File: src/common/fpc_defines.svh
`ifndef FPC_DEFINES_SVH
`define FPC_DEFINES_SVH

// each core owns half of the fingerprint RAM, so a pointer is one bit short of a RAM address
`define CRC_RAM_ADDRESS_WIDTH 9
`define CRC_KEY_WIDTH 4
`define CRC_KEY_SIZE 16
`define FPRINT_WIDTH 32

// APB register map
`define FPC_REG_REGION_EX 8'h00
`define FPC_REG_REGION_COMP 8'h04
`define FPC_REG_PTR_SET 8'h08
`define FPC_REG_TASK_RESET 8'h0C
`define FPC_REG_STATUS 8'h10
`define FPC_REG_READY 8'h14

`endif

File: src/common/fpc_data_pkg.sv
`default_nettype none
`include "fpc_defines.svh"

package fpc_data_pkg;

	// one fingerprint from either core
	typedef struct packed {
		logic core_id;
		logic [`CRC_KEY_WIDTH-1:0] task_id;
		logic [`FPRINT_WIDTH-1:0] crc;
	} fprint_in_t;

	// the top address bit selects the core half of the RAM
	typedef struct packed {
		logic req;
		logic we;
		logic [`CRC_RAM_ADDRESS_WIDTH:0] addr;
		logic [`FPRINT_WIDTH-1:0] wdata;
	} store_req_t;

endpackage

`default_nettype wire

File: src/verilog/fprint_writer.sv
`timescale 1ns/1ns
`default_nettype none
`include "fpc_defines.svh"

module fprint_writer (
	input wire clk,
	input wire reset,
	input wire fpc_data_pkg::fprint_in_t fprint_in,
	input wire fprint_valid,
	output logic fprint_ready,
	output logic logical_core_id,
	output logic [`CRC_KEY_WIDTH-1:0] fprint_task_id,
	input wire [`CRC_RAM_ADDRESS_WIDTH-1:0] fprint_head_pointer,
	output fpc_data_pkg::store_req_t store_req,
	input wire store_gnt,
	output logic increment_head_pointer,
	input wire increment_hp_ack
);

	typedef enum logic [1:0] {W_IDLE, W_HP_READ, W_WRITE, W_INC} state_t;

	state_t state;
	fpc_data_pkg::fprint_in_t fp;

	always_ff @(posedge clk or posedge reset) begin
		if (reset) begin
			state <= W_IDLE;
		end else begin
			case (state)
				W_IDLE: if (fprint_valid) state <= W_HP_READ;
				W_HP_READ: state <= W_WRITE;	// registered head pointer lookup
				W_WRITE: if (store_gnt) state <= W_INC;
				W_INC: if (increment_hp_ack) state <= W_IDLE;
				default: state <= W_IDLE;
			endcase
		end
	end

	always_ff @(posedge clk) begin
		if (fprint_valid && fprint_ready)
			fp <= fprint_in;
	end

	assign fprint_ready = (state == W_IDLE);
	assign logical_core_id = fp.core_id;
	assign fprint_task_id = fp.task_id;

	assign store_req.req = (state == W_WRITE);
	assign store_req.we = 1'b1;
	assign store_req.addr = {fp.core_id, fprint_head_pointer};
	assign store_req.wdata = fp.crc;

	assign increment_head_pointer = (state == W_INC);

endmodule

`default_nettype wire

File: config.mk
export PLATFORM = sky130hd
export DESIGN_NAME = fprint_writer
export DESIGN_NICKNAME = d
export VERILOG_FILES = /design/src/common/fpc_data_pkg.sv /design/src/verilog/fprint_writer.sv
export VERILOG_INCLUDE_DIRS = /design/src /design/src/common
export SDC_FILE = /design/constraint.sdc
export NUM_CORES = 1
export LEC_CHECK = 0
export BUFFER_PORTS_ARGS = -buffer_cell sky130_fd_sc_hd__buf_2
export CORE_MARGIN = 3
export CORE_UTILIZATION = 39
export DETAILED_ROUTE_END_ITERATION = 7
export PLACE_DENSITY = 0.75
export SYNTH_ARGS = -nofsm -noshare
export SYNTH_HDL_FRONTEND = slang
export SYNTH_SLANG_ARGS = --single-unit
export TNS_END_PERCENT = 50
File: constraint.sdc
create_clock -name clk -period 2.2 [get_ports clk]
set_input_delay 0.11 -clock clk [delete_from_list [all_inputs] [get_ports clk]]
set_output_delay 0.11 -clock clk [all_outputs]
set_load 0.01 [all_outputs]
* Word level (Yosys, flattened, before mapping)
Index checks and enable logic that the tools add are counted.
Cells by class: equal/unequal tests 6, mux-type cells 4, reductions and logical operators 3
Operators with widths (count):
- $pmux W2 S4 | 1
- $mux W2 | 3
- $eq A2 B2 Y1 const B | 2
- $ne A2 B1 Y1 const B | 2
- $reduce_and A3 Y1 | 1
- $eq A2 B1 Y1 const B | 1
- $logic_not A2 Y1 | 1
- $ne A2 B2 Y1 const B | 1
- $logic_and A1 B1 Y1 | 1
Word-level totals: flip-flop bits (word level) 39, bits of input ports 51, output and inout bits 51, word-level logic and storage cells 17

* Depth between registers and ports, before layout
depth in word-level cells 3, depth in mapped cells 4, mapped depth without buffers 4

* Worst setup path before layout
Ideal clock, no wire load.
path type register to register, from register state[0], to register fp, in the netlist fprint_task_id[0] (enable), setup time 0.398 ns, arrival time 1.655 ns, data required time 1.802 ns, slack 0.147 ns, cell stages (with the launch flop) 4, path buffers 0, clock period less this slack 2.053 ns, cell sequence dfrtp_1 -> inv_1 -> ha_1 -> and2_1
Between the ends: word-level cells in the longest chain between the ends 2
RTL lines:
- start, declared | RTL line fprint_writer.sv:22 | state_t state;
- start signal, assigned | RTL line fprint_writer.sv:27 | state <= W_IDLE;
- start signal, assigned | RTL line fprint_writer.sv:30 | W_IDLE: if (fprint_valid) state <= W_HP_READ;
- start signal, assigned | RTL line fprint_writer.sv:31 | W_HP_READ: state <= W_WRITE;
- $logic_not A2 Y1 | RTL line fprint_writer.sv:44 | assign fprint_ready = (state == W_IDLE);
- via fprint_ready | RTL line fprint_writer.sv:10 | output logic fprint_ready,
- $logic_and A1 B1 Y1 | RTL line fprint_writer.sv:40 | if (fprint_valid && fprint_ready)
- end signal, assigned | RTL line fprint_writer.sv:41 | fp <= fprint_in;
- end, declared | RTL line fprint_writer.sv:23 | fpc_data_pkg::fprint_in_t fp;
The timed path passes the listed nets, and every way through them passes these cells. A chain may end at the register's enable or synchronous reset.

* Worst setup path in the final report
from register state[0], to register fp, in the netlist store_req[5] (enable)
Between the ends: word-level cells in the longest chain between the ends 2
RTL lines (RTL line):
- $logic_not A2 Y1 | fprint_writer.sv:44
- $logic_and A1 B1 Y1 | fprint_writer.sv:40
No other way between the ends.

==> results.cfg <==
[global_route]
grt.overflow.total = 0
grt_first_pass_wirelength_um = 5270
grt_pass1_vias = 1076
grt_start_max_net_pins = 27
grt.total_usage = 0.178
initial_antenna_violation_count = 0

[place]
place_ws_ps = 682
place_hpwl_um = 2150
port-buffer-count = 82
gp_congestion = 0.617

[sta]
fin_crit_sh = 0.700
setup_tns_ps = 0
minimum_period_implied_by_the_final_worst_setup_slack_ps = 1540
setup_repair_after_global_routing_missed_its_margin = false
clock.fmax_mhz = 650
worst_clock_skew_ps = 4.82
timing.final.setup_violations = 0
finalHoldViolCount = 0
postLayoutSetupSlackWorst_ps = 661
drv_slew = 0

[logic_synthesis]
netlist-cell-type-count = 11
synth.cell_area_um2 = 1350
synth_compound_gate_area_share = 0.0185
postSynthNetCount = 118
synthSimpleGateAreaFrac = 0.00925
syn_inst = 64
synth_top_family_by_area = buffers and inverters
synth.area.mux_share = 0.00833
post_synth.cell_area_avg_um2 = 21.1
postSynthRegisterBits = 39
synth_seq_area_share = 0.858
ys_warn_count = 0
synth_xor_area_frac = 0
synth-adder-area-share = 0.0278

[final_layout]
fillCellCount = 207
multiInputGateArea_um2 = 90.1
post_route_cells_drive_above_1_share = 0.503
synthToLayoutAreaGrowth_pct = 65.0
nNetsFinal = 236
layout.area.seq_um2 = 1160
finish.utilization = 0.702
num_antenna_cells = 0

[clock_network]
cts.root.buffer_cell = sky130_fd_sc_hd__clkbuf_4
cts_setup_buffers = 0
cts_repair_resize_count = 0
clkSinkCount = 39
clk_latency_ps = 330
deepest_level_of_the_cts_h_tree = 2
cts_max_path_buffers = 2
tritoncts = built
numCtsBuffers = 5
clock_input_transition_at_the_sequential_cells_of_the_worst_setup_and_hold_paths_ps = 110

[run_status]
outcome = complete, no violations

[worst_setup_path]
worstSetupPathType = flip-flop to flip-flop
critical_path_peak_fanout = 26
timing.critical_path.to_type = flip-flop
crit_required_ps = 2210
timing.critical_path.arrival_ps = 1550
start_kind = flip-flop

[pwr]
worst_ir_drop_on_vdd_mv = 0.654
pwr_density_cell_nw_per_um2 = 952
cellLeakagePower_uw = 0.000978

[route]
vias = 979
detail_route.iter0.violations = 38
route.detailed.drc = 0
route.detailed.wl_per_inst_um = 15.3
drt-total-wl_um = 3480
antenna_left = 0
first_drt_pass_iteration_count = 3
route.detailed.vias_per_inst = 4.31

[floorplanning]
placeableCoreArea_um2 = 3180
die_width_um = 64.9
die_height_um = 64.9
design.portCount = 102
rows = 20
initial_core_util = 0.426
die-area_um2 = 4210

[worst_hold_path]
worstHoldPathType = input pin to asynchronous set/reset pin

[job]
maxCapViolCount = 0
power breakdown:
group / switching [uW] / internal, uW / leakage (uW)
logic: 280 / 238 / 0.000561
registers: 49.3 / 987 / 0.000365
clock network: 216 / 355 / 0.0000525
total: 545 / 1580 / 0.000978
kinds of logic after synthesis:
logic type | count (synthesis)
flops | 39
buf+inv | 16
fa+ha+maj | 3
compound gates | 2
simple gates | 2
mux | 1
other cells | 1
path summary, 6_finish.rpt:
check                                      from  slack, ps                     end  cells past startpoint
max                        state[0]$_DFFE_PP0P_        660  store_req[5]$_DFFE_PP_                      4
min                                       reset        160    state[1]$_DFFE_PP0P_                      3
max reg2reg                state[0]$_DFFE_PP0P_        660  store_req[5]$_DFFE_PP_                      4
min reg2reg                state[0]$_DFFE_PP0P_        560    state[0]$_DFFE_PP0P_                      1
max in group asynchronous                 reset       1930    state[0]$_DFFE_PP0P_                      3
min in group clk                   fprint_valid        220    state[0]$_DFFE_PP0P_                      4
cell usage in the layout (no fill, tap or decap), drive strengths merged:
cell,instances
a221oi,1
and2,1
buf,84
bufinv,2
clkbuf,6
conb,1
dfrtp,2
dlygate4sd3,38
edfxtp,37
ha,3
inv,5
mux2,1
nor2b,1
o32a,1
state kept, by name, indices dropped and copies added (netlist names):
signal,cells
fprint_task_id,4
logical_core_id,1
state,2
store_req,32
cells in the mapped netlist:
library cell,n,area [um^2]
sky130_fd_sc_hd__ha_1,3,37.5
sky130_fd_sc_hd__dfrtp_1,2,50.1
sky130_fd_sc_hd__mux2_1,1,11.3
sky130_fd_sc_hd__o32a_1,1,10.0
sky130_fd_sc_hd__a221oi_2,1,15.0
sky130_fd_sc_hd__and2_1,1,6.26
sky130_fd_sc_hd__conb_1,1,3.75
sky130_fd_sc_hd__buf_4,11,82.6
sky130_fd_sc_hd__nor2b_1,1,6.26
sky130_fd_sc_hd__inv_1,5,18.8
sky130_fd_sc_hd__edfxtp_1,37,1110
per-layer routing:
| metal | part of all wire | wire length, um | GRT usage |
|---|---|---|---|
| met1 | 0.34 | 1180 | 0.176 |
| met2 | 0.50 | 1750 | 0.296 |
| met3 | 0.13 | 461 | 0.0815 |
| met4 | 0.024 | 85 | 0.116 |
| met5 | 0 | 0 | 0 |
repair_timing:
item,CTS,global route
endpoints found under the setup margin,0,0
endpoints found under the hold margin,39,0
hold buffers,38,0
layout make-up:
class | instances | share of cell area
clock buffers | 6 | 0.0185
clock inverters | 2 | 0.0269
inverters | 5 | 0.00841
multi-input cells | 9 | 0.0404
flip-flops and latches | 39 | 0.520
well taps | 44 | 0.0247
repair buffers | 122 | 0.361
worst max-delay path, stage by stage (launching register included):
cell and delay, ps:
sky130_fd_sc_hd__dfrtp_1 410, sky130_fd_sc_hd__inv_1 100, sky130_fd_sc_hd__ha_1 230, sky130_fd_sc_hd__and2_1 170, sky130_fd_sc_hd__buf_4 310
per-stage QoR:
| step | hold WS (ps) | instance area (um^2) | std cells | power [uW] |
|---|---|---|---|---|
| after floorplan | -149 | 1350 | 64 | 1320 |
| after global placement | -42.6 | 1750 | 181 | 1490 |
| after detailed placement | -37.3 | 1750 | 181 | 1520 |
| after CTS | 144 | 2230 | 227 | 2140 |
| after global routing | 146 | 2230 | 227 | 2250 |
| final | 160 | 2230 | 227 | 2130 |
No activity file was read; power rests on OpenSTA's default activity.
