===== config.mk =====
export PLATFORM = sky130hd
export DESIGN_NAME = fpc_apb_regs
export DESIGN_NICKNAME = d
export VERILOG_FILES = /design/src/common/fpc_cfg_pkg.sv /design/src/verilog/fpc_apb_regs.sv
export VERILOG_INCLUDE_DIRS = /design/src /design/src/common
export SDC_FILE = /design/constraint.sdc
export NUM_CORES = 1
export LEC_CHECK = 0
export ABC_AREA = 0
export BUFFER_PORTS_ARGS = -buffer_cell sky130_fd_sc_hd__buf_2
export CAP_MARGIN = 15
export CORE_MARGIN = 1
export CORE_UTILIZATION = 40
export DETAILED_ROUTE_END_ITERATION = 8
export GPL_ROUTABILITY_DRIVEN = 0
export GPL_TIMING_DRIVEN = 0
export PLACE_DENSITY = 0.84
export SKIP_CTS_REPAIR_TIMING = 1
export SLEW_MARGIN = 20
export SYNTH_ARGS = -nofsm -noshare
export SYNTH_HDL_FRONTEND = slang
export SYNTH_SLANG_ARGS = --single-unit
export TNS_END_PERCENT = 10

===== constraint.sdc =====
create_clock -name clk -period 2.7 [get_ports clk]
set_clock_uncertainty 0.2 [all_clocks]
set_input_delay 0.54 -clock clk [delete_from_list [all_inputs] [get_ports clk]]
set_output_delay 0.54 -clock clk [all_outputs]
set_load 0.03 [all_outputs]

===== src/common/fpc_defines.svh =====
`ifndef FPC_DEFINES_SVH
`define FPC_DEFINES_SVH

// each core owns half of the fingerprint RAM, so a pointer is one bit short of a RAM address
`define CRC_RAM_ADDRESS_WIDTH 9
`define CRC_KEY_WIDTH 4
`define CRC_KEY_SIZE 16
`define FPRINT_WIDTH 32

// APB register map
`define FPC_REG_REGION_EX 8'h00
`define FPC_REG_REGION_COMP 8'h04
`define FPC_REG_PTR_SET 8'h08
`define FPC_REG_TASK_RESET 8'h0C
`define FPC_REG_STATUS 8'h10
`define FPC_REG_READY 8'h14

`endif


===== src/common/fpc_cfg_pkg.sv =====
`default_nettype none
`include "fpc_defines.svh"

package fpc_cfg_pkg;

	typedef struct packed {
		logic psel;
		logic penable;
		logic pwrite;
		logic [7:0] paddr;
		logic [31:0] pwdata;
	} apb_req_t;

	// buffer region, start and end are both inclusive
	typedef struct packed {
		logic [31-2*`CRC_RAM_ADDRESS_WIDTH:0] pad;
		logic [`CRC_RAM_ADDRESS_WIDTH-1:0] end_ptr;
		logic [`CRC_RAM_ADDRESS_WIDTH-1:0] start_ptr;
	} region_view_t;

	typedef struct packed {
		logic [31-`CRC_KEY_WIDTH-`CRC_RAM_ADDRESS_WIDTH:0] pad;
		logic [`CRC_KEY_WIDTH-1:0] task_offset;
		logic [`CRC_RAM_ADDRESS_WIDTH-1:0] addr;
	} ptr_set_view_t;

	typedef union packed {
		region_view_t region;
		ptr_set_view_t ptr_set;
	} cfg_word_u;

endpackage

`default_nettype wire


===== src/verilog/fpc_apb_regs.sv =====
`timescale 1ns/1ns
`default_nettype none
`include "fpc_defines.svh"

module fpc_apb_regs (
	input wire clk,
	input wire reset,
	input wire fpc_cfg_pkg::apb_req_t apb,
	output logic [31:0] prdata,
	output logic pready,
	output fpc_cfg_pkg::cfg_word_u region_ex,
	output fpc_cfg_pkg::cfg_word_u region_comp,
	output logic set_head_tail,
	output fpc_cfg_pkg::cfg_word_u head_tail_word,
	input wire head_tail_ack,
	output logic task_reset_req,
	output logic [`CRC_KEY_WIDTH-1:0] task_reset_id,
	input wire reset_task,
	input wire mismatch,
	input wire [`CRC_KEY_WIDTH-1:0] mismatch_task,
	input wire [`CRC_KEY_SIZE-1:0] fprints_ready
);

	logic access;
	logic wr;
	fpc_cfg_pkg::cfg_word_u wword;

	assign access = apb.psel & apb.penable;
	assign wr = access & apb.pwrite;
	assign wword = apb.pwdata;

	// both commands stay up for the whole access phase, which holds them until their ack
	assign set_head_tail = wr & (apb.paddr == `FPC_REG_PTR_SET);
	assign head_tail_word = wword;
	assign task_reset_req = wr & (apb.paddr == `FPC_REG_TASK_RESET);
	assign task_reset_id = wword.ptr_set.task_offset; // task id sits in the same field as for PTR_SET

	assign pready = access & ~(set_head_tail & ~head_tail_ack) & ~(task_reset_req & ~reset_task);

	always_ff @(posedge clk or posedge reset) begin
		if (reset) begin
			region_ex <= '0;
			region_comp <= '0;
		end else if (wr) begin
			case (apb.paddr)
				`FPC_REG_REGION_EX: region_ex <= wword;
				`FPC_REG_REGION_COMP: region_comp <= wword;
				default: ;
			endcase
		end
	end

	always_comb begin
		prdata = '0;
		if (access && !apb.pwrite) begin
			case (apb.paddr)
				`FPC_REG_REGION_EX: prdata = region_ex;
				`FPC_REG_REGION_COMP: prdata = region_comp;
				`FPC_REG_STATUS: prdata = {{(31-`CRC_KEY_WIDTH){1'b0}}, mismatch_task, mismatch};
				`FPC_REG_READY: prdata = {{(32-`CRC_KEY_SIZE){1'b0}}, fprints_ready};
				default: prdata = '0;
			endcase
		end
	end

endmodule

`default_nettype wire


=== Yosys cells after proc, flatten, opt, wreduce, memory -nomap -nowiden ===
Cells that the tools add are included.
Widths: inputs -> output; s select.

* Word-level logic and storage cells: 26
* Bits of input ports: 68
* Flip-flop bits (word level): 64
* Output and inout port bits: 135

* Multiplexer cells: 2
* Reductions and logical operators: 5
* Equality and inequality tests: 5
* Bitwise gates (word level): 12

{| class="wikitable"
|+ Operators with widths
! kind !! count
|-
| $pmux 32 s4 || 1
|-
| $mux 32 || 1
|-
| $eq 8x4->1 const B || 2
|-
| $eq 8x5->1 const B || 2
|-
| $and 1x1->1 || 8
|-
| $eq 8x3->1 const B || 1
|-
| $logic_not 8->1 || 1
|-
| $not 1->1 || 4
|-
| $reduce_and 2->1 || 2
|-
| $logic_and 1x1->1 || 1
|-
| $logic_not 1->1 || 1
|}

=== Longest topological paths before layout ===
Gate-level depths: netlist of run 1.

* Depth after elaboration: 7
* Gate-level depth with buffers: 6
* Mapped depth without buffers: 3

=== Worst setup path after synthesis of run 1 ===
No wires, ideal clock.

* Path kind: input port to output port
* From: in apb[36] in the netlist's numbering
* To: out prdata[12]
* Required time: 1,960 ps
* Arrival time: 2,188 ps
* Path buffers: 3
* Stages on the path: 6
* Slack: -228 ps
* Cells stage by stage: buf_6 > nor4_4 > buf_4 > buf_2 > nand4_1 > a211oi_1

* Cells in the longest elaborated chain, start to end: 3
* Elaborated cells on any way between the ends: 6
* Those cells by class: eq/ne (3); mux (2); reduce/logical (1)

{| class="wikitable"
|+ Ends and longest elaborated chain
! what !! line !! source
|-
| start, declared || fpc_apb_regs.sv:8 || <nowiki>input wire fpc_cfg_pkg::apb_req_t apb,</nowiki>
|-
| $eq 8x5->1, or another cell as far along || fpc_apb_regs.sv:56 || <nowiki>case (apb.paddr)</nowiki>
|-
| $pmux 32 s4 (*) || fpc_apb_regs.sv:56 ||
|-
| $mux 32 (*) || fpc_apb_regs.sv:55 || <nowiki>if (access && !apb.pwrite) begin</nowiki>
|-
| end, declared || fpc_apb_regs.sv:9 || <nowiki>output logic [31:0] prdata,</nowiki>
|}

Every way passes the cells marked *; elsewhere a longest branch is shown, timed or not.

=== Worst setup path in the final report of run 1 ===
* From: in apb[35] in the netlist's numbering
* To: out prdata[11]

The elaborated chain is that of the path after synthesis.

==> results of run 1 <==
worst paths after layout:
kind	endpoint	cells after the start	slack, ps
worst max-delay path	prdata[11]	6	-0.6
worst min-delay path	region_comp[27]	2	8
worst max register to register	region_comp[8]	1	1700
worst min register to register	region_ex[27]	1	310
max in group asynchronous	region_comp[10]	3	1770
min in group clk	region_ex[27]	2	260
synth_stat cells, types with 2 or more instances:
| cell | number | share of area, % |
|---|---|---|
| a211oi_1 | 9 | 1.8 |
| a21oi_1 | 8 | 1.1 |
| a22oi_1 | 9 | 1.8 |
| and2_1 | 4 | 0.68 |
| buf_2 | 5 | 0.68 |
| buf_4 | 41 | 8.4 |
| buf_6 | 4 | 1.2 |
| clkbuf_1 | 5 | 0.51 |
| dfrtp_1 | 64 | 44 |
| mux2_1 | 3 | 0.92 |
| mux2_2 | 43 | 13 |
| mux2_4 | 30 | 12 |
| mux2i_1 | 17 | 4.6 |
| nand2_1 | 2 | 0.20 |
| nand3_1 | 8 | 1.1 |
| nand4_1 | 17 | 2.9 |
| nor2_1 | 18 | 1.8 |
final cells by class:
class                           instances  area, um2  area share [%]
Sequential cell                        64       1600            30.9
Multi-Input combinational cell        178       1710            33.0
Clock buffer                           12        135            2.61
Tap cell                              108        135            2.61
Timing Repair Buffer                  213       1120            21.6
Inverter                                1       6.26           0.121
Buffer                                 55        427            8.23
Clock inverter                          4       45.0           0.869
logic make-up after synthesis:
kind of cell	share of synthesized area [%]
buffers and inverters	11.0
DFF	43.5
muxes	30.9
and+or+nand+nor	9.82
AOI/OAI and AO/OA	4.76
routing by layer:
layer | share of wire, % | vias up | track usage, % | wire [um]
met5 | 0 | - | 0 | 0
met4 | 1.0 | 0 | 5.24 | 111
met3 | 6.1 | 10 | 5.58 | 686
met2 | 52 | 158 | 40.5 | 5760
met1 | 41 | 1590 | 26.8 | 4600
li1 | - | 1491 | - | -
cell usage in the layout, fill, tap and decap left out, types with 4 or more instances in the layout:
| master | instances |
|---|---|
| clkbuf_1 | 4 |
| nand3_1 | 8 |
| a21oi_1 | 8 |
| buf_4 | 56 |
| mux2_4 | 30 |
| buf_6 | 7 |
| a211oi_1 | 5 |
| buf_2 | 197 |
| nor2_1 | 17 |
| clkbuf_4 | 4 |
| dfrtp_1 | 64 |
| a211oi_2 | 4 |
| nand4_1 | 17 |
| mux2_2 | 43 |
| clkbuf_8 | 9 |
| mux2i_1 | 17 |
| a22oi_1 | 9 |
| and2_1 | 4 |
stage by stage:
step / instances / instance area [um2]
final: 635 / 5180
after global routing: 635 / 5180
after CTS: 624 / 5020
after detailed placement: 608 / 4840
after global placement: 607 / 4820
after floorplan: 299 / 3690
worst max-delay path, stage by stage:
cell	delay (ps)
buf_2	130
nor3_4	330
clkbuf_4	300
nand4_1	160
a211oi_2	260
buf_2	230
power groups by stage:
stage	registers, mW	clock network [mW]	logic, mW
finish	0.985	0.782	0.366
global route	0.985	0.850	0.389
floorplan	1.03	0	0.191
CTS	0.984	0.799	0.355
global placement	1.00	0	0.343
detailed placement	1.00	0	0.354
registers in the layout, summed over array words and instances (netlist names):
| register | flops |
|---|---|
| region_comp | 32 |
| region_ex | 32 |
==> reports/results.ini, run 1 <==
[critical_path]
r2r_start=region_comp[8]
crit_path_start_kind=input port
worst-setup-path-type=input port to primary output
cp_data_arrival_time_ps=1960
end_kind=primary output
worstSetupStartpoint=apb[35]
critPathMaxFanout=10
cp_data_required_time_ps=1960

[synthesis]
seq_area_frac_synth_pct=43.5
syn_area_mm2=0.00368
synth_edf_count=0
syn_nets=367
ys_warn_count=0
synth_cell_types=29
syn-instance-count=299
synth-seq-cells=64
async_flop_share_pct=100
synth_area_per_cell_um2=12.3
synthFlopType=dfrtp_1

[place]
post-place-ws_ps=-599
place_hpwl_um=8110
port_buffers=200

[global_route]
grt_pass1_wl_um=16600
grt_pass1_vias=3125
gr-total-overflow=0
antenna_found_initial=0
grt_start_max_net_pins=34
grt_usage_pct=22.5

[outcome]
outcome=finished with violations
violations=DRC, setup timing

[power]
power_mw=2.13
power_density_mw_per_mm2=411
p_comb_share_pct=17.2
ir_drop_mv=0.219
switching_share_pct=27.6
p_leak_nw=2.97
p_int_mw=1.55
seqPwrFrac_pct=46.2
switching_power_mw=0.588
p_clk_share_pct=36.7

[layout]
nFillCells=764
drive_gt1_share_pct=69.3
area_delta_synth_final_pct=40.8
diodes=0
fin_util_pct=58.9
layout.nets=590

[floorplanning]
fp.dieH_um=97.9
io_pins=203
rows=34
chipWidth_um=97.9
fp.coreArea_mm2=0.00881
start_util_pct=41.8
die-area_mm2=0.00959

[sta]
worst_pin_slew_ps=572
setup_viol=1
finalSetupTns_ps=-0.646
timing.final.crit_share_pct=100
drv_slew=0
hold_ws_ps=7.50
maxSlewHeadroom_pct=61.9
finalWorstSetupSlack_ps=-0.646
period_needed_ps=2700
max_freq_mhz=370
grt_setup_unrepaired=true
hold_viol_final=0

[routing]
route.detailed.drc=19
wirelength_um=11200
dr.pass1.iters=7
drt_iter0_drc=94
wl_per_cell_um=17.6
viasPerCell=5.12
route.vias.total=3249
drtAntennaViolNets=0

[clocking]
clkSinkCount=64
cts_tree=built
clock_path_buffers=2
clk-insertion-delay-late_ps=330
root_buffer=clkbuf_8
cts.reportedPaths.clkPinSlew_ps=70
cts.htree.levels=3
numCtsBuffers=9

[worst_hold_path]
worstHoldPathType=input port to asynchronous set/reset pin

[flow_run]
maxCapViolCount=0

Power figures use the tool's default switching activity.
==> run 2: changes to the inputs <==
--- a/config.mk
+++ b/config.mk
@@ -7,14 +7,16 @@
 export NUM_CORES = 1
 export LEC_CHECK = 0
 export ABC_AREA = 0
-export BUFFER_PORTS_ARGS = -buffer_cell sky130_fd_sc_hd__buf_2
+export BUFFER_PORTS_ARGS = -buffer_cell sky130_fd_sc_hd__clkbuf_2
 export CAP_MARGIN = 15
+export CELL_PAD_IN_SITES_DETAIL_PLACEMENT = 1
+export CELL_PAD_IN_SITES_GLOBAL_PLACEMENT = 2
 export CORE_MARGIN = 1
-export CORE_UTILIZATION = 40
+export CORE_UTILIZATION = 27
 export DETAILED_ROUTE_END_ITERATION = 8
 export GPL_ROUTABILITY_DRIVEN = 0
 export GPL_TIMING_DRIVEN = 0
-export PLACE_DENSITY = 0.84
+export PLACE_DENSITY = 0.93
 export SKIP_CTS_REPAIR_TIMING = 1
 export SLEW_MARGIN = 20
 export SYNTH_ARGS = -nofsm -noshare
==> reports/results.ini, run 2 (synthesized netlist as in run 1, its figures left out) <==
[floorplanning]
io_pins=203  ; unchanged
start_util_pct=27.7  ; -14 points
fp.coreArea_mm2=0.0133  ; +51%
fp.dieH_um=119  ; +21%
die-area_mm2=0.0141  ; +47%
chipWidth_um=119  ; +21%
rows=42  ; +24%

[sta]
hold_viol_final=7  ; +7
setup_viol=0  ; -1
maxSlewHeadroom_pct=64.6  ; +2.7 points
worst_pin_slew_ps=532  ; -40.5 ps
drv_slew=0  ; unchanged
hold_ws_ps=-9.37  ; -16.9 ps
period_needed_ps=2650  ; -52.6 ps
finalWorstSetupSlack_ps=52.0  ; +52.6 ps
timing.final.crit_share_pct=98.1  ; -1.9 points
max_freq_mhz=378  ; +2.0%

[clocking]
clk-insertion-delay-late_ps=330  ; about the same
cts_tree=built
clock_path_buffers=2  ; unchanged
cts.htree.levels=3  ; unchanged
numCtsBuffers=9  ; unchanged
clkSinkCount=64  ; unchanged
root_buffer=clkbuf_16
cts.reportedPaths.clkPinSlew_ps=60  ; about the same

[critical_path]
rr_worst_depth=1  ; unchanged
worst-setup-path-type=input port to primary output
critPathMaxFanout=10  ; unchanged
cp_data_required_time_ps=1960  ; about the same
regToRegEndpoint=region_ex[27]
rrSetupSlack_ps=1660  ; -40 ps
r2r_start=region_ex[27]
crit_path_start_kind=input port
end_kind=primary output
cp_data_arrival_time_ps=1910  ; -50 ps

[routing]
dr.pass1.iters=4  ; -3
route.vias.total=3288  ; +1.2%
route.detailed.drc=0  ; -19
wl_per_cell_um=17.9  ; +2.0%
wirelength_um=12500  ; +12%
drt_iter0_drc=121  ; +29%
viasPerCell=4.70  ; -8.2%
drtAntennaViolNets=0  ; unchanged

[power]
power_mw=2.69  ; +26%
ir_drop_mv=0.366  ; +67%
power_density_mw_per_mm2=496  ; +20%
p_leak_nw=2.97  ; -0.10%

[place]
port_buffers=200  ; unchanged
post-place-ws_ps=-614  ; -14.8 ps
place_hpwl_um=9350  ; +15%

[layout]
final_cell_mix=clkbuf_2, dfrtp_1, buf_4, mux2_2, mux2_4
seqCellArea_mm2=0.00160  ; unchanged
drive_gt1_share_pct=69.8  ; +0.59 points
layout_commonest_cell=clkbuf_2
nFillCells=1509  ; +98%
area_delta_synth_final_pct=47.2
multi_input_comb_area_mm2=0.00171  ; -0.22%
diodes=0  ; unchanged
reg_top3=region_comp (32), region_ex (32)
layout.nets=587  ; -0.51%

[global_route]
gr-total-overflow=0  ; unchanged
antenna_found_initial=0  ; unchanged
grt_start_max_net_pins=37  ; +8.8%
grt_usage_pct=18.0  ; -4.5 points
grt_pass1_vias=3415  ; +9.3%
grt_pass1_wl_um=19000  ; +14%

[outcome]
outcome=finished with violations
violations=hold timing

[worst_hold_path]
worstHoldPathType=input port to asynchronous set/reset pin

[flow_run]
maxCapViolCount=0  ; unchanged

==> run 2: how the worst max path moves through the flow <==
stage	cells after the start	start	endpoint
after floorplan	6	apb[36]	prdata[13]
after global placement	2	reset	region_comp[1]
after CTS	6	apb[37]	prdata[23]
after detailed placement	6	apb[37]	prdata[23]
after global routing	7	apb[35]	prdata[10]
final	7	apb[35]	prdata[11]
==> run 2: stage by stage <==
step,cells,utilization [%],setup TNS (ps),area [um2]
2_1_floorplan,299,-,-1440,3690
3_3_place_gp,675,36.9,-45000,4910
3_5_place_dp,676,37.1,-12230,4930
4_1_cts,692,39.6,-12210,5270
5_1_grt,700,40.8,-40.8,5420
6_report,700,40.8,0,5420
==> run 2: area by class of cell <==
type                       count  share of cell area (%)
tap                          176                    4.06
sequential                    64                    29.6
buffer                        55                    7.85
timing repair buffer         210                    20.6
clock inverter                 4                    1.39
multi-input combinational    178                    31.5
inverter                       1                   0.115
clock buffer                  12                    4.92
==> run 2: metal layers <==
layer	track usage, %	up-vias	part of all wire, %
met2	31.9	137	52
li1	-	1489	-
met3	5.45	14	6.2
met5	0	-	0
met4	4.91	0	1.1
met1	20.8	1648	41
==> run 2: worst max-delay path, stage by stage <==
cell and delay, ps:
clkbuf_2 110, nor3_4 220, buf_12 150, clkbuf_4 210, nand4_1 110, a211oi_1 290, clkbuf_2 270
==> run 2: where the power goes <==
part           total [mW]  internal, mW  switching [mW]
registers           0.986         0.974          0.0120
clock network        1.33         0.884           0.444
logic               0.372         0.149           0.223
total                2.69          2.01           0.679
