--- src/common/fpc_defines.svh ---
`ifndef FPC_DEFINES_SVH
`define FPC_DEFINES_SVH

// each core owns half of the fingerprint RAM, so a pointer is one bit short of a RAM address
`define CRC_RAM_ADDRESS_WIDTH 9
`define CRC_KEY_WIDTH 4
`define CRC_KEY_SIZE 16
`define FPRINT_WIDTH 32

// APB register map
`define FPC_REG_REGION_EX 8'h00
`define FPC_REG_REGION_COMP 8'h04
`define FPC_REG_PTR_SET 8'h08
`define FPC_REG_TASK_RESET 8'h0C
`define FPC_REG_STATUS 8'h10
`define FPC_REG_READY 8'h14

`endif

--- src/common/fpc_data_pkg.sv ---
`default_nettype none
`include "fpc_defines.svh"

package fpc_data_pkg;

	// one fingerprint from either core
	typedef struct packed {
		logic core_id;
		logic [`CRC_KEY_WIDTH-1:0] task_id;
		logic [`FPRINT_WIDTH-1:0] crc;
	} fprint_in_t;

	// the top address bit selects the core half of the RAM
	typedef struct packed {
		logic req;
		logic we;
		logic [`CRC_RAM_ADDRESS_WIDTH:0] addr;
		logic [`FPRINT_WIDTH-1:0] wdata;
	} store_req_t;

endpackage

`default_nettype wire

--- src/verilog/fprint_comparator.sv ---
`timescale 1ns/1ns
`default_nettype none
`include "fpc_defines.svh"

module fprint_comparator (
	input wire clk,
	input wire reset,
	output logic [`CRC_KEY_WIDTH-1:0] comp_task,
	input wire [`CRC_KEY_SIZE-1:0] fprints_ready_out,
	input wire tail0_matches_head0,
	input wire tail1_matches_head1,
	input wire [`CRC_RAM_ADDRESS_WIDTH-1:0] comp_tail_pointer0,
	input wire [`CRC_RAM_ADDRESS_WIDTH-1:0] comp_tail_pointer1,
	output fpc_data_pkg::store_req_t store_req,
	input wire store_gnt,
	input wire store_rvalid,
	input wire [`FPRINT_WIDTH-1:0] store_rdata,
	output logic comp_increment_tail_pointer,
	output logic comp_reset_fprint_ready,
	input wire reset_fprint_ack,
	input wire task_reset_req,
	input wire [`CRC_KEY_WIDTH-1:0] task_reset_id,
	output logic comp_reset_task,
	input wire reset_task,
	output logic mismatch,
	output logic [`CRC_KEY_WIDTH-1:0] mismatch_task
);

	typedef enum logic [3:0] {
		C_IDLE, C_INDEX, C_CHECK, C_RD0, C_WAIT0, C_RD1, C_WAIT1, C_CMP, C_INC, C_CLR, C_RESET
	} state_t;

	state_t state;
	logic [`FPRINT_WIDTH-1:0] fp0;

	always_ff @(posedge clk or posedge reset) begin
		if (reset) begin
			state <= C_IDLE;
			comp_task <= '0;
			mismatch <= 1'b0;
			mismatch_task <= '0;
		end else begin
			case (state)
				C_IDLE: begin
					if (task_reset_req) begin
						comp_task <= task_reset_id;
						state <= C_RESET;
					end else begin
						comp_task <= comp_task + 1'b1;
						state <= C_INDEX;
					end
				end
				C_INDEX: state <= C_CHECK;	// pointer tables return the new index here
				C_CHECK: begin
					if (fprints_ready_out[comp_task] && !tail0_matches_head0 && !tail1_matches_head1)
						state <= C_RD0;
					else
						state <= C_IDLE;
				end
				C_RD0: if (store_gnt) state <= C_WAIT0;
				C_WAIT0: if (store_rvalid) state <= C_RD1;
				C_RD1: if (store_gnt) state <= C_WAIT1;
				C_WAIT1: if (store_rvalid) state <= C_CMP;
				C_CMP: begin
					// keep the first failing task only
					if (fp0 != store_rdata && !mismatch) begin
						mismatch <= 1'b1;
						mismatch_task <= comp_task;
					end
					state <= C_INC;
				end
				C_INC: state <= C_CLR;
				C_CLR: if (reset_fprint_ack) state <= C_IDLE;
				C_RESET: if (reset_task) state <= C_IDLE;
				default: state <= C_IDLE;
			endcase
		end
	end

	always_ff @(posedge clk) begin
		if (state == C_WAIT0 && store_rvalid)
			fp0 <= store_rdata;
	end

	// core 1's word stays on store_rdata until the next comparator read
	assign store_req.req = (state == C_RD0) || (state == C_RD1);
	assign store_req.we = 1'b0;
	assign store_req.addr = (state == C_RD1) ? {1'b1, comp_tail_pointer1}
		: {1'b0, comp_tail_pointer0};
	assign store_req.wdata = '0;

	assign comp_increment_tail_pointer = (state == C_INC);
	assign comp_reset_fprint_ready = (state == C_CLR);
	assign comp_reset_task = (state == C_RESET);

endmodule

`default_nettype wire

--- config.mk ---
export PLATFORM = sky130hd
export DESIGN_NAME = fprint_comparator
export DESIGN_NICKNAME = d
export VERILOG_FILES = /design/src/common/fpc_data_pkg.sv /design/src/verilog/fprint_comparator.sv
export VERILOG_INCLUDE_DIRS = /design/src /design/src/common
export SDC_FILE = /design/constraint.sdc
export NUM_CORES = 1
export LEC_CHECK = 0
export ABC_AREA = 1
export BUFFER_PORTS_ARGS = -buffer_cell sky130_fd_sc_hd__buf_2
export CAP_MARGIN = 40
export CORE_UTILIZATION = 50
export CTS_CLUSTER_DIAMETER = 150
export DETAILED_ROUTE_END_ITERATION = 8
export PLACE_DENSITY = 0.85
export SLEW_MARGIN = 25
export SYNTH_ARGS = -nofsm -noshare
export SYNTH_HDL_FRONTEND = slang
export SYNTH_SLANG_ARGS = --single-unit
--- constraint.sdc ---
create_clock -name clk -period 5.7 [get_ports clk]
set_input_delay 1.14 -clock clk [delete_from_list [all_inputs] [get_ports clk]]
set_output_delay 1.14 -clock clk [all_outputs]
set_load 0.01 [all_outputs]
## Yosys cells after proc, flatten, opt, wreduce, memory -nomap -nowiden

Index checks and enable logic that the tools add are counted.

| word-level totals | value |
|---|---|
| latch bits | 0 |
| register bits | 45 |
| input port bits | 79 |
| bits in writable memories | 0 |
| memories kept | 0 |
| bits in read-only memories | 0 |

| operators by class | value |
|---|---|
| $lt $le $gt $ge | 1 |
| eq/ne operators | 17 |
| $mul | 0 |
| $add $sub $neg | 1 |
| shifts and indexed selects | 0 |
| reduce and logical (&&, ||, !) cells | 11 |
| bitwise gates (word level) | 0 |
| mux-type cells | 13 |
| div/mod/pow operators | 0 |

Operators with widths:

| kind | count |
|---|---|
| case mux 4 bit (11 select lines) | 1 |
| two-way mux 4 bit | 8 |
| inequality test 32 bit | 1 |
| equality test 4 x 3 -> 1 bit (second input constant) | 4 |
| equality test 4 bit (second input constant) | 3 |
| two-way mux 10 bit | 1 |
| equality test 4 x 2 -> 1 bit (second input constant) | 2 |
| inequality test 2 bit (second input constant) | 4 |
| AND reduction 6 bit | 1 |
| < comparator 4 x 5 -> 1 bit (second input constant) | 1 |
| adder 4 x 1 -> 4 bit (second input constant) | 1 |
| binary-select mux 1 bit (select 4 bit) | 1 |
| equality test 4 x 1 -> 1 bit (second input constant) | 1 |
| logical AND 1 bit | 4 |
| zero test 4 bit | 1 |
| inequality test 2 x 1 -> 1 bit (second input constant) | 2 |
| zero test 1 bit | 3 |
| two-way mux 2 bit | 1 |
| AND reduction 2 bit | 1 |
| logical OR 1 bit | 1 |
| two-way mux 1 bit | 1 |

## Depth between registers and ports, before layout

Gate-level depths: netlist of the first run.

| depth | value |
|---|---|
| word-level depth | 6 |
| depth in mapped cells | 12 |
| mapped depth without buffers | 12 |

## Worst setup path before layout of the first run

No wires, ideal clock.

| timing | value |
|---|---|
| path kind | input to output |
| from | input port comp_tail_pointer0[0] |
| to | output port store_req[32] (netlist bit) |
| buffers on the path | 0 |
| stages | 2 |
| arrival time | 1.288 ns |
| setup slack | 3.272 ns |
| cell sequence | nand2_1 -> nand2_1 |

RTL lines:

| what | line | RTL |
|---|---|---|
| from (decl) | fprint_comparator.sv:12 | `` input wire [`CRC_RAM_ADDRESS_WIDTH-1:0] comp_tail_pointer0, `` |
| to (decl) | fprint_comparator.sv:14 | `output fpc_data_pkg::store_req_t store_req,` |

==> load_flow_metrics.sql, run 1 <==
INSERT INTO impl_metrics (metric_group, metric, value, unit) VALUES
('global_route', 'initial_antenna_violation_count', '0', ''),
('setup_path', 'timing.critical_path.mode_cell', 'nand2_1', ''),
('layout', 'n_antenna_cell', '0', ''),
('timing', 'largest_clock_skew_in_the_final_design', '7.559', 'ps'),
('global_route', 'via_count_of_the_first_global_routing_pass', '2093', ''),
('routing', 'vias', '2361', ''),
('logic_synthesis', 'synth.top_cells.by_area', 'edfxtp_1 (34%), nand2_1 (19%), dfrtp_1 (12%), buf_4 (9.0%), inv_1 (6.8%)', ''),
('clocking', 'cts-root-buf', 'clkbuf_8', ''),
('layout', 'area_added_between_synthesis_and_finish', '20.43', '%'),
('clocking', 'cts_hold_repair.buffers', '0', ''),
('die', 'die_width', '77.14', 'µm'),
('clocking', 'cts.sinks', '45', ''),
('power_and_ir_drop', 'power.share.clock', '22.4', '%'),
('die', 'pin_count', '135', ''),
('setup_path', 'critical_path.cell_chain', 'inv_1 -> nor2_1 -> nand2_1 -> clkinv_1 -> nand2_1 -> nand2_1 -> buf_2', ''),
('logic_synthesis', 'synth.most_common_cell', 'nand2_1', ''),
('timing', 'setup_viol', '0', ''),
('routing', 'ant_nets', '0', ''),
('power_and_ir_drop', 'netSwitchingFraction', '37.47', '%'),
('min_path', 'hold-path-cell-count', '2', ''),
('die', 'design.die.area', '5950', 'µm²'),
('layout', 'final.fill_count', '452', ''),
('clocking', 'quantity_of_gates_resized_following_cts', '0', ''),
('flow_run', 'drv.max_cap_violation_count', '0', ''),
('setup_path', 'highest_delay_cell_along_the_critical_path', 'dfrtp_1', ''),
('setup_path', 'logic_depth_of_the_worst_register_to_register_path', '9', ''),
('clocking', 'cts.htree.levels', '2', ''),
('timing', 'rsz0062_at_grt', 'no', ''),
('power_and_ir_drop', 'power_frac_comb', '35.8', '%'),
('placement', 'dp_hpwl', '4.365', 'mm'),
('power_and_ir_drop', 'total_switching_power', '0.0004029', 'W'),
('die', 'dieHeight', '77.14', 'µm'),
('timing', 'whs', '487.0', 'ps'),
('clocking', 'clk_transition_reported_paths', '90', 'ps'),
('timing', 'timing.final.max_slew_violations', '0', ''),
('die', 'start_util', '53.56', '%'),
('setup_path', 'crit_path_max_fanout', '12', ''),
('power_and_ir_drop', 'p_leak', '1.862', 'nW'),
('clocking', 'cts.path.max_buffers', '2', ''),
('power_and_ir_drop', 'power_frac_seq', '41.8', '%'),
('logic_synthesis', 'synth_area_per_cell', '7.670', 'µm²'),
('setup_path', 'cp_capture_type', 'output port', ''),
('setup_path', 'critical_path_required', '4560', 'ps'),
('timing', 'post-route-period-util', '52.31', '%'),
('logic_synthesis', 'post_synth_inst_count', '368', ''),
('setup_path', 'criticalPathCategory', 'reg -> out', ''),
('placement', 'buffer_ports.inserted', '101', ''),
('timing', 'hold_viol', '0', ''),
('logic_synthesis', 'synth-async-reset-ratio', '28.89', '%'),
('clocking', 'cts_buffers', '5', ''),
('timing', 'timing.fmax', '335.4', 'MHz'),
('layout', 'ratio_of_cells_with_drive_above_1_in_the_final_layout', '26.53', '%'),
('min_path', 'worst_hold_path_type', 'reg -> reg', ''),
('die', 'std_cell_rows', '26', ''),
('logic_synthesis', 'unique_masters_post_synth', '31', ''),
('routing', 'routed_via_density', '4.332', ''),
('outcome', 'run_status', 'complete, no violations', ''),
('routing', 'detail_route.wl_per_cell', '9.989', 'µm'),
('logic_synthesis', 'synthesis.area', '2823', 'µm²'),
('routing', 'drt_drc_violations_left', '0', ''),
('global_route', 'total_gr_overflow', '0', ''),
('logic_synthesis', 'yosys_reg_bits', '45', ''),
('timing', 'worst-slew-pin-transition', '507.4', 'ps'),
('routing', 'drt-initial-drc-count', '66', ''),
('routing', 'routed_wl', '5.444', 'mm'),
('power_and_ir_drop', 'max-vdd-ir-drop', '0.0002797', 'V'),
('placement', 'routability_driven_placement_congestion_ratio', '0.9079', ''),
('logic_synthesis', 'seq_area_frac_synth', '45.57', '%'),
('logic_synthesis', 'yosys-top-cells-count', 'nand2_1 (146), inv_1 (51), buf_4 (34), edfxtp_1 (32), nor2_1 (24)', ''),
('power_and_ir_drop', 'internal_power', '0.0006726', 'W'),
('power_and_ir_drop', 'total_power', '0.001076', 'W');
==> stage by stage <==
| stage | std cells | setup WS, ps | instance area (µm²) | util [%] |
|---|---|---|---|---|
| final | 545 | 2718 | 3400 | 64.51 |
| after global routing | 545 | 2520 | 3400 | 64.51 |
| after CTS | 545 | 2706 | 3400 | 64.51 |
| after detailed placement | 537 | 3029 | 3284 | 62.32 |
| after global placement | 537 | 3085 | 3284 | 62.32 |
| after floorplan | 400 | 3272 | 2943 | - |
==> power groups by stage <==
stage | combinational [W] | sequential, W | clock, W
CTS | 0.000387 | 0.000449 | 0.000245
floorplan | 0.000292 | 0.000446 | 0
detailed placement | 0.000384 | 0.000456 | 0
global route | 0.000436 | 0.000456 | 0.000254
finish | 0.000385 | 0.000449 | 0.000241
global placement | 0.000373 | 0.000454 | 0
==> kinds of logic (layout without fill, tap and decap cells) <==
group	after synthesis	count (layout)	synth area share (%)
AO/OA/AOI/OAI	15	15	3.679
XOR/XNOR	16	16	4.965
other	1	33	0.1329
buffers and inverters	94	169	17.06
AND/OR/NAND/NOR	196	196	28.15
adder cells (fa/ha/maj)	1	1	0.4432
flip-flops	45	45	45.57
==> per-layer routing <==
| layer | share of wire, % | wire, µm | GRT usage, % |
|---|---|---|---|
| met5 | 0 | 0 | 0 |
| met3 | 5.6 | 304 | 3.690 |
| met1 | 42 | 2306 | 21.41 |
| met2 | 51 | 2802 | 34.34 |
| met4 | 0.57 | 31 | 3.396 |
==> final timing paths <==
path / from / endpoint / slack (ps)
hold / removal: mismatch_task[3] / mismatch_task[3] / 490
min in group asynchronous: reset / state[3] / 860
setup / recovery: state[0] / store_req[36] / 2720
max in group asynchronous: reset / mismatch / 4500
hold reg to reg: mismatch_task[3] / mismatch_task[3] / 490
setup reg to reg: comp_task[0] / state[1] / 4080
==> sequential cells by signal, summed over array words and instances (netlist names) <==
| signal | flops |
|---|---|
| fp0 | 32 |
| comp_task | 4 |
| mismatch_task | 4 |
| state | 4 |
| mismatch | 1 |
==> placed cells by master, fill, tap and decap left out, drive strengths merged, types with 2 or more instances in the layout <==
cell type	instances
clkbuf	5
nor3	2
inv	57
xnor2	15
a21oi	2
nand3	11
o21ai	9
dfrtp	13
nand2	147
edfxtp	32
buf	102
clkinv	3
nor2	29
conb	33
nand4	5
==> critical path, delay by kind of cell, from the launching register on <==
family | cells | cell delay [ps]
simple gates | 4 | 570
buf+inv | 3 | 550
flops | 1 | 420
==> layout make-up <==
cell class | count | area [µm²] | share of cell area (%)
multi-input combinational | 261 | 1175 | 34.56
timing repair buffer | 102 | 513.0 | 15.09
tap | 70 | 87.58 | 2.576
sequential | 45 | 1286 | 37.84
clock inverter | 3 | 46.29 | 1.362
inverter | 59 | 222.7 | 6.551
clock buffer | 5 | 68.82 | 2.024
Power figures use the tool's default switching activity.
==> run 2: changes to the inputs <==
--- a/config.mk
+++ b/config.mk
@@ -6,13 +6,13 @@
 export SDC_FILE = /design/constraint.sdc
 export NUM_CORES = 1
 export LEC_CHECK = 0
-export ABC_AREA = 1
+export ABC_AREA = 0
 export BUFFER_PORTS_ARGS = -buffer_cell sky130_fd_sc_hd__buf_2
 export CAP_MARGIN = 40
-export CORE_UTILIZATION = 50
+export CORE_UTILIZATION = 41
 export CTS_CLUSTER_DIAMETER = 150
 export DETAILED_ROUTE_END_ITERATION = 8
-export PLACE_DENSITY = 0.85
+export PLACE_DENSITY = 0.77
 export SLEW_MARGIN = 25
 export SYNTH_ARGS = -nofsm -noshare
 export SYNTH_HDL_FRONTEND = slang
==> constraint.sdc (replaced) <==
create_clock -name clk -period 2.6 [get_ports clk]
set_input_delay 0.52 -clock clk [delete_from_list [all_inputs] [get_ports clk]]
set_output_delay 0.52 -clock clk [all_outputs]
set_load 0.01 [all_outputs]
==> run 2 against run 1 <==
  * Cell count down 29%
  * Routed wire length down 8.9%
  * Clock-buffer cell count up 2
  * Global-route usage down 3.1 points
  * Highest routed layer unchanged
  * Combinational power up 94%
  * Via count down 23%
  * Largest cell class unchanged
==> load_flow_metrics.sql, run 2 <==
INSERT INTO impl_metrics (metric_group, metric, value, unit) VALUES
('die', 'start_util', '42.98', '%'),
('logic_synthesis', 'most_used_dff_post_synth', 'edfxtp_1', ''),
('routing', 'vias', '1824', ''),
('layout', 'layout.cells.most_common', 'buf_2', ''),
('global_route', 'initial_antenna_violation_count', '0', ''),
('clocking', 'cts.sinks', '45', ''),
('placement', 'routability_driven_placement_congestion_ratio', '0.7490', ''),
('clocking', 'clock_latency', '300', 'ps'),
('logic_synthesis', 'synth_area_per_cell', '12.09', 'µm²'),
('layout', 'final.fill_count', '548', ''),
('power_and_ir_drop', 'p_leak', '1.383', 'nW'),
('clocking', 'cts_buffers', '5', ''),
('routing', 'routed_wl', '4.958', 'mm'),
('layout', 'finalNetCount', '393', ''),
('placement', 'postPlaceCellArea', '3029', 'µm²'),
('logic_synthesis', 'yosys-top-cells-count', 'buf_4 (34), edfxtp_1 (32), xor2_1 (32), dfrtp_1 (13), mux2_2 (13)', ''),
('timing', 'timing.final.max_slew_violations', '0', ''),
('min_path', 'worst_hold_path_type', 'in -> async', ''),
('global_route', 'grt_pass1_wl', '7.424', 'mm'),
('timing', 'slew_headroom', '66.50', '%'),
('timing', 'layout_min_cycle_time', '2454', 'ps'),
('setup_path', 'highest_delay_cell_along_the_critical_path', 'dfrtp_1', ''),
('logic_synthesis', 'synth.top_cells.by_area', 'edfxtp_1 (37%), dfrtp_1 (13%), xor2_1 (11%), buf_4 (9.9%), mux2_2 (5.7%)', ''),
('setup_path', 'critical_path_arrival', '1930', 'ps'),
('setup_path', 'critical_path.cell_chain', 'nand2b_1 -> nor2_2 -> mux2_2 -> buf_2', ''),
('clocking', 'cts-root-buf', 'clkbuf_8', ''),
('timing', 'largest_clock_skew_in_the_final_design', '9.614', 'ps'),
('setup_path', 'critical-path-max-stage-delay', '490', 'ps'),
('die', 'core_area', '5991', 'µm²'),
('clocking', 'clk_transition_reported_paths', '80', 'ps'),
('logic_synthesis', 'synth_top_area_share', '37.32', '%'),
('logic_synthesis', 'synthDominantAreaCellType', 'edfxtp_1', ''),
('power_and_ir_drop', 'pwr_density_cell', '694.2', 'nW/µm²'),
('layout', 'largest_register_ffs', '32', ''),
('setup_path', 'critical_path_required', '2080', 'ps'),
('logic_synthesis', 'synth-async-reset-ratio', '28.89', '%'),
('layout', 'n_antenna_cell', '0', ''),
('die', 'pin_count', '135', ''),
('outcome', 'run_status', 'complete, no violations', ''),
('global_route', 'total_gr_overflow', '0', ''),
('layout', 'layout_common_cells', 'buf_2 (101), conb_1 (33), xor2_1 (32), edfxtp_1 (32)', ''),
('clocking', 'cts_hold_repair.buffers', '0', ''),
('timing', 'hold_viol', '0', ''),
('placement', 'dp_hpwl', '3.951', 'mm'),
('layout', 'final_area', '3113', 'µm²'),
('logic_synthesis', 'synth_enable_flop_cells', '32', ''),
('logic_synthesis', 'synthesis.area', '2575', 'µm²'),
('flow_run', 'drv.max_cap_violation_count', '0', ''),
('logic_synthesis', 'synth.most_common_cell', 'buf_4', ''),
('clocking', 'postCtsSetupBuffers', '0', ''),
('timing', 'setup_viol', '0', ''),
('setup_path', 'crit_path_max_fanout', '11', ''),
('power_and_ir_drop', 'max-vdd-ir-drop', '0.0003634', 'V'),
('timing', 'post-route-period-util', '94.38', '%'),
('timing', 'timing.fmax', '407.5', 'MHz'),
('global_route', 'via_count_of_the_first_global_routing_pass', '1637', ''),
('logic_synthesis', 'yosys_reg_bits', '45', ''),
('die', 'die_width', '81.25', 'µm'),
('die', 'design.die.area', '6602', 'µm²'),
('routing', 'ant_nets', '0', ''),
('clocking', 'quantity_of_gates_resized_following_cts', '0', ''),
('setup_path', 'cp_capture_type', 'output port', ''),
('setup_path', 'start_kind', 'register', ''),
('clocking', 'cts.htree.levels', '2', ''),
('timing', 'whs', '238.9', 'ps'),
('timing', 'rsz0062_at_grt', 'no', ''),
('die', 'std_cell_rows', '28', ''),
('routing', 'routed_via_density', '4.689', ''),
('logic_synthesis', 'unique_masters_post_synth', '39', ''),
('global_route', 'maximum_number_of_pins_on_one_net_before_global_route_repair', '33', ''),
('setup_path', 'criticalPathCategory', 'reg -> out', ''),
('layout', 'largest-register', 'fp0', ''),
('routing', 'first_pass_iters', '4', ''),
('logic_synthesis', 'seq_area_frac_synth', '49.95', '%'),
('die', 'dieHeight', '81.25', 'µm'),
('logic_synthesis', 'ys.warnings.count', '0', ''),
('placement', 'buffer_ports.inserted', '101', ''),
('routing', 'drt-initial-drc-count', '49', ''),
('routing', 'drt_drc_violations_left', '0', ''),
('timing', 'final.setup.tns', '0', 'ps'),
('layout', 'area_added_between_synthesis_and_finish', '20.89', '%'),
('timing', 'worst-slew-pin-transition', '501.9', 'ps'),
('clocking', 'cts.path.max_buffers', '2', ''),
('routing', 'detail_route.wl_per_cell', '12.75', 'µm'),
('layout', 'multi_input_area', '1114', 'µm²'),
('clocking', 'cts_tree', 'built', ''),
('layout', 'ratio_of_cells_with_drive_above_1_in_the_final_layout', '41.08', '%'),
('global_route', 'gr-usage-all-layers', '15.20', '%'),
('layout', 'regArea', '1286', 'µm²'),
('logic_synthesis', 'post_synth_inst_count', '213', ''),
('layout', 'fin_util', '51.96', '%');
[run 2: cell count changes in the layout (fill, tap and decap cells not counted), moves of 4 or more]
cell	previous run	this run
a21oi_1	1	5
inv_1	51	2
inv_2	6	0
mux2_2	0	13
nand2_1	146	7
nand3_1	11	4
nor2_1	24	6
nor3b_1	0	4
nor4_1	1	9
xnor2_1	15	1
xor2_1	1	32
[run 2: through the flow]
step                std cells  setup slack, ps  total power (W)
floorplan                 245            141.8         0.001587
global placement          381            374.6         0.001737
detailed placement        381            326.6         0.001767
CTS                       389            130.9         0.002181
global route              389            5.457         0.002310
finish                    389            146.2         0.002161
[run 2: cells by family (layout without fill, tap and decap cells)]
logic type | after synthesis | after routing | synth area share (%)
buffers and inverters | 45 | 114 | 11.90
multiplexers | 19 | 19 | 10.88
XOR/XNOR | 33 | 33 | 11.22
AO/OA/AOI/OAI | 21 | 21 | 4.811
flip-flops | 45 | 45 | 49.95
other | 1 | 33 | 0.1456
adder cells (fa/ha/maj) | 1 | 1 | 0.4858
AND/OR/NAND/NOR | 48 | 48 | 10.59
[run 2: metal layers]
layer,up-vias,global-route usage (%),part of all wire (%)
li1,901,-,-
met1,839,17.88,41
met2,75,26.22,51
met3,9,4.157,6.5
met4,0,5.893,1.8
met5,-,0,0
[run 2: power by group]
group / internal, W / switching, W
combinational: 0.000364 / 0.000384
sequential: 0.000867 / 0.000131
clock: 0.000190 / 0.000225
[run 2: path summary, 6_finish.rpt]
path,start,to,slack [ps],cells after the start
worst min register to register,mismatch_task[3],mismatch_task[3],510,1
min in group clk,store_rdata[26],fp0[26],420,1
worst max-delay path,state[3],store_req[37],150,4
worst max register to register,comp_task[0],state[1],580,4
worst min-delay path,reset,mismatch_task[3],240,2
max in group asynchronous,reset,comp_task[2],2020,2
[run 2: cell type report]
class | count | share of cell area [%]
Clock buffer | 7 | 2.452
Inverter | 2 | 0.2412
Clock inverter | 1 | 0.2412
Multi-Input combinational cell | 155 | 35.77
Sequential cell | 45 | 41.32
Timing Repair Buffer | 104 | 16.96
Tap cell | 75 | 3.014
[run 2: worst max-delay path: cells and delay by family, from the launching register on]
kind | cells | cell delay (ps)
AND/OR/NAND/NOR | 2 | 620
flip-flops | 1 | 490
multiplexers | 1 | 400
buffers and inverters | 1 | 140
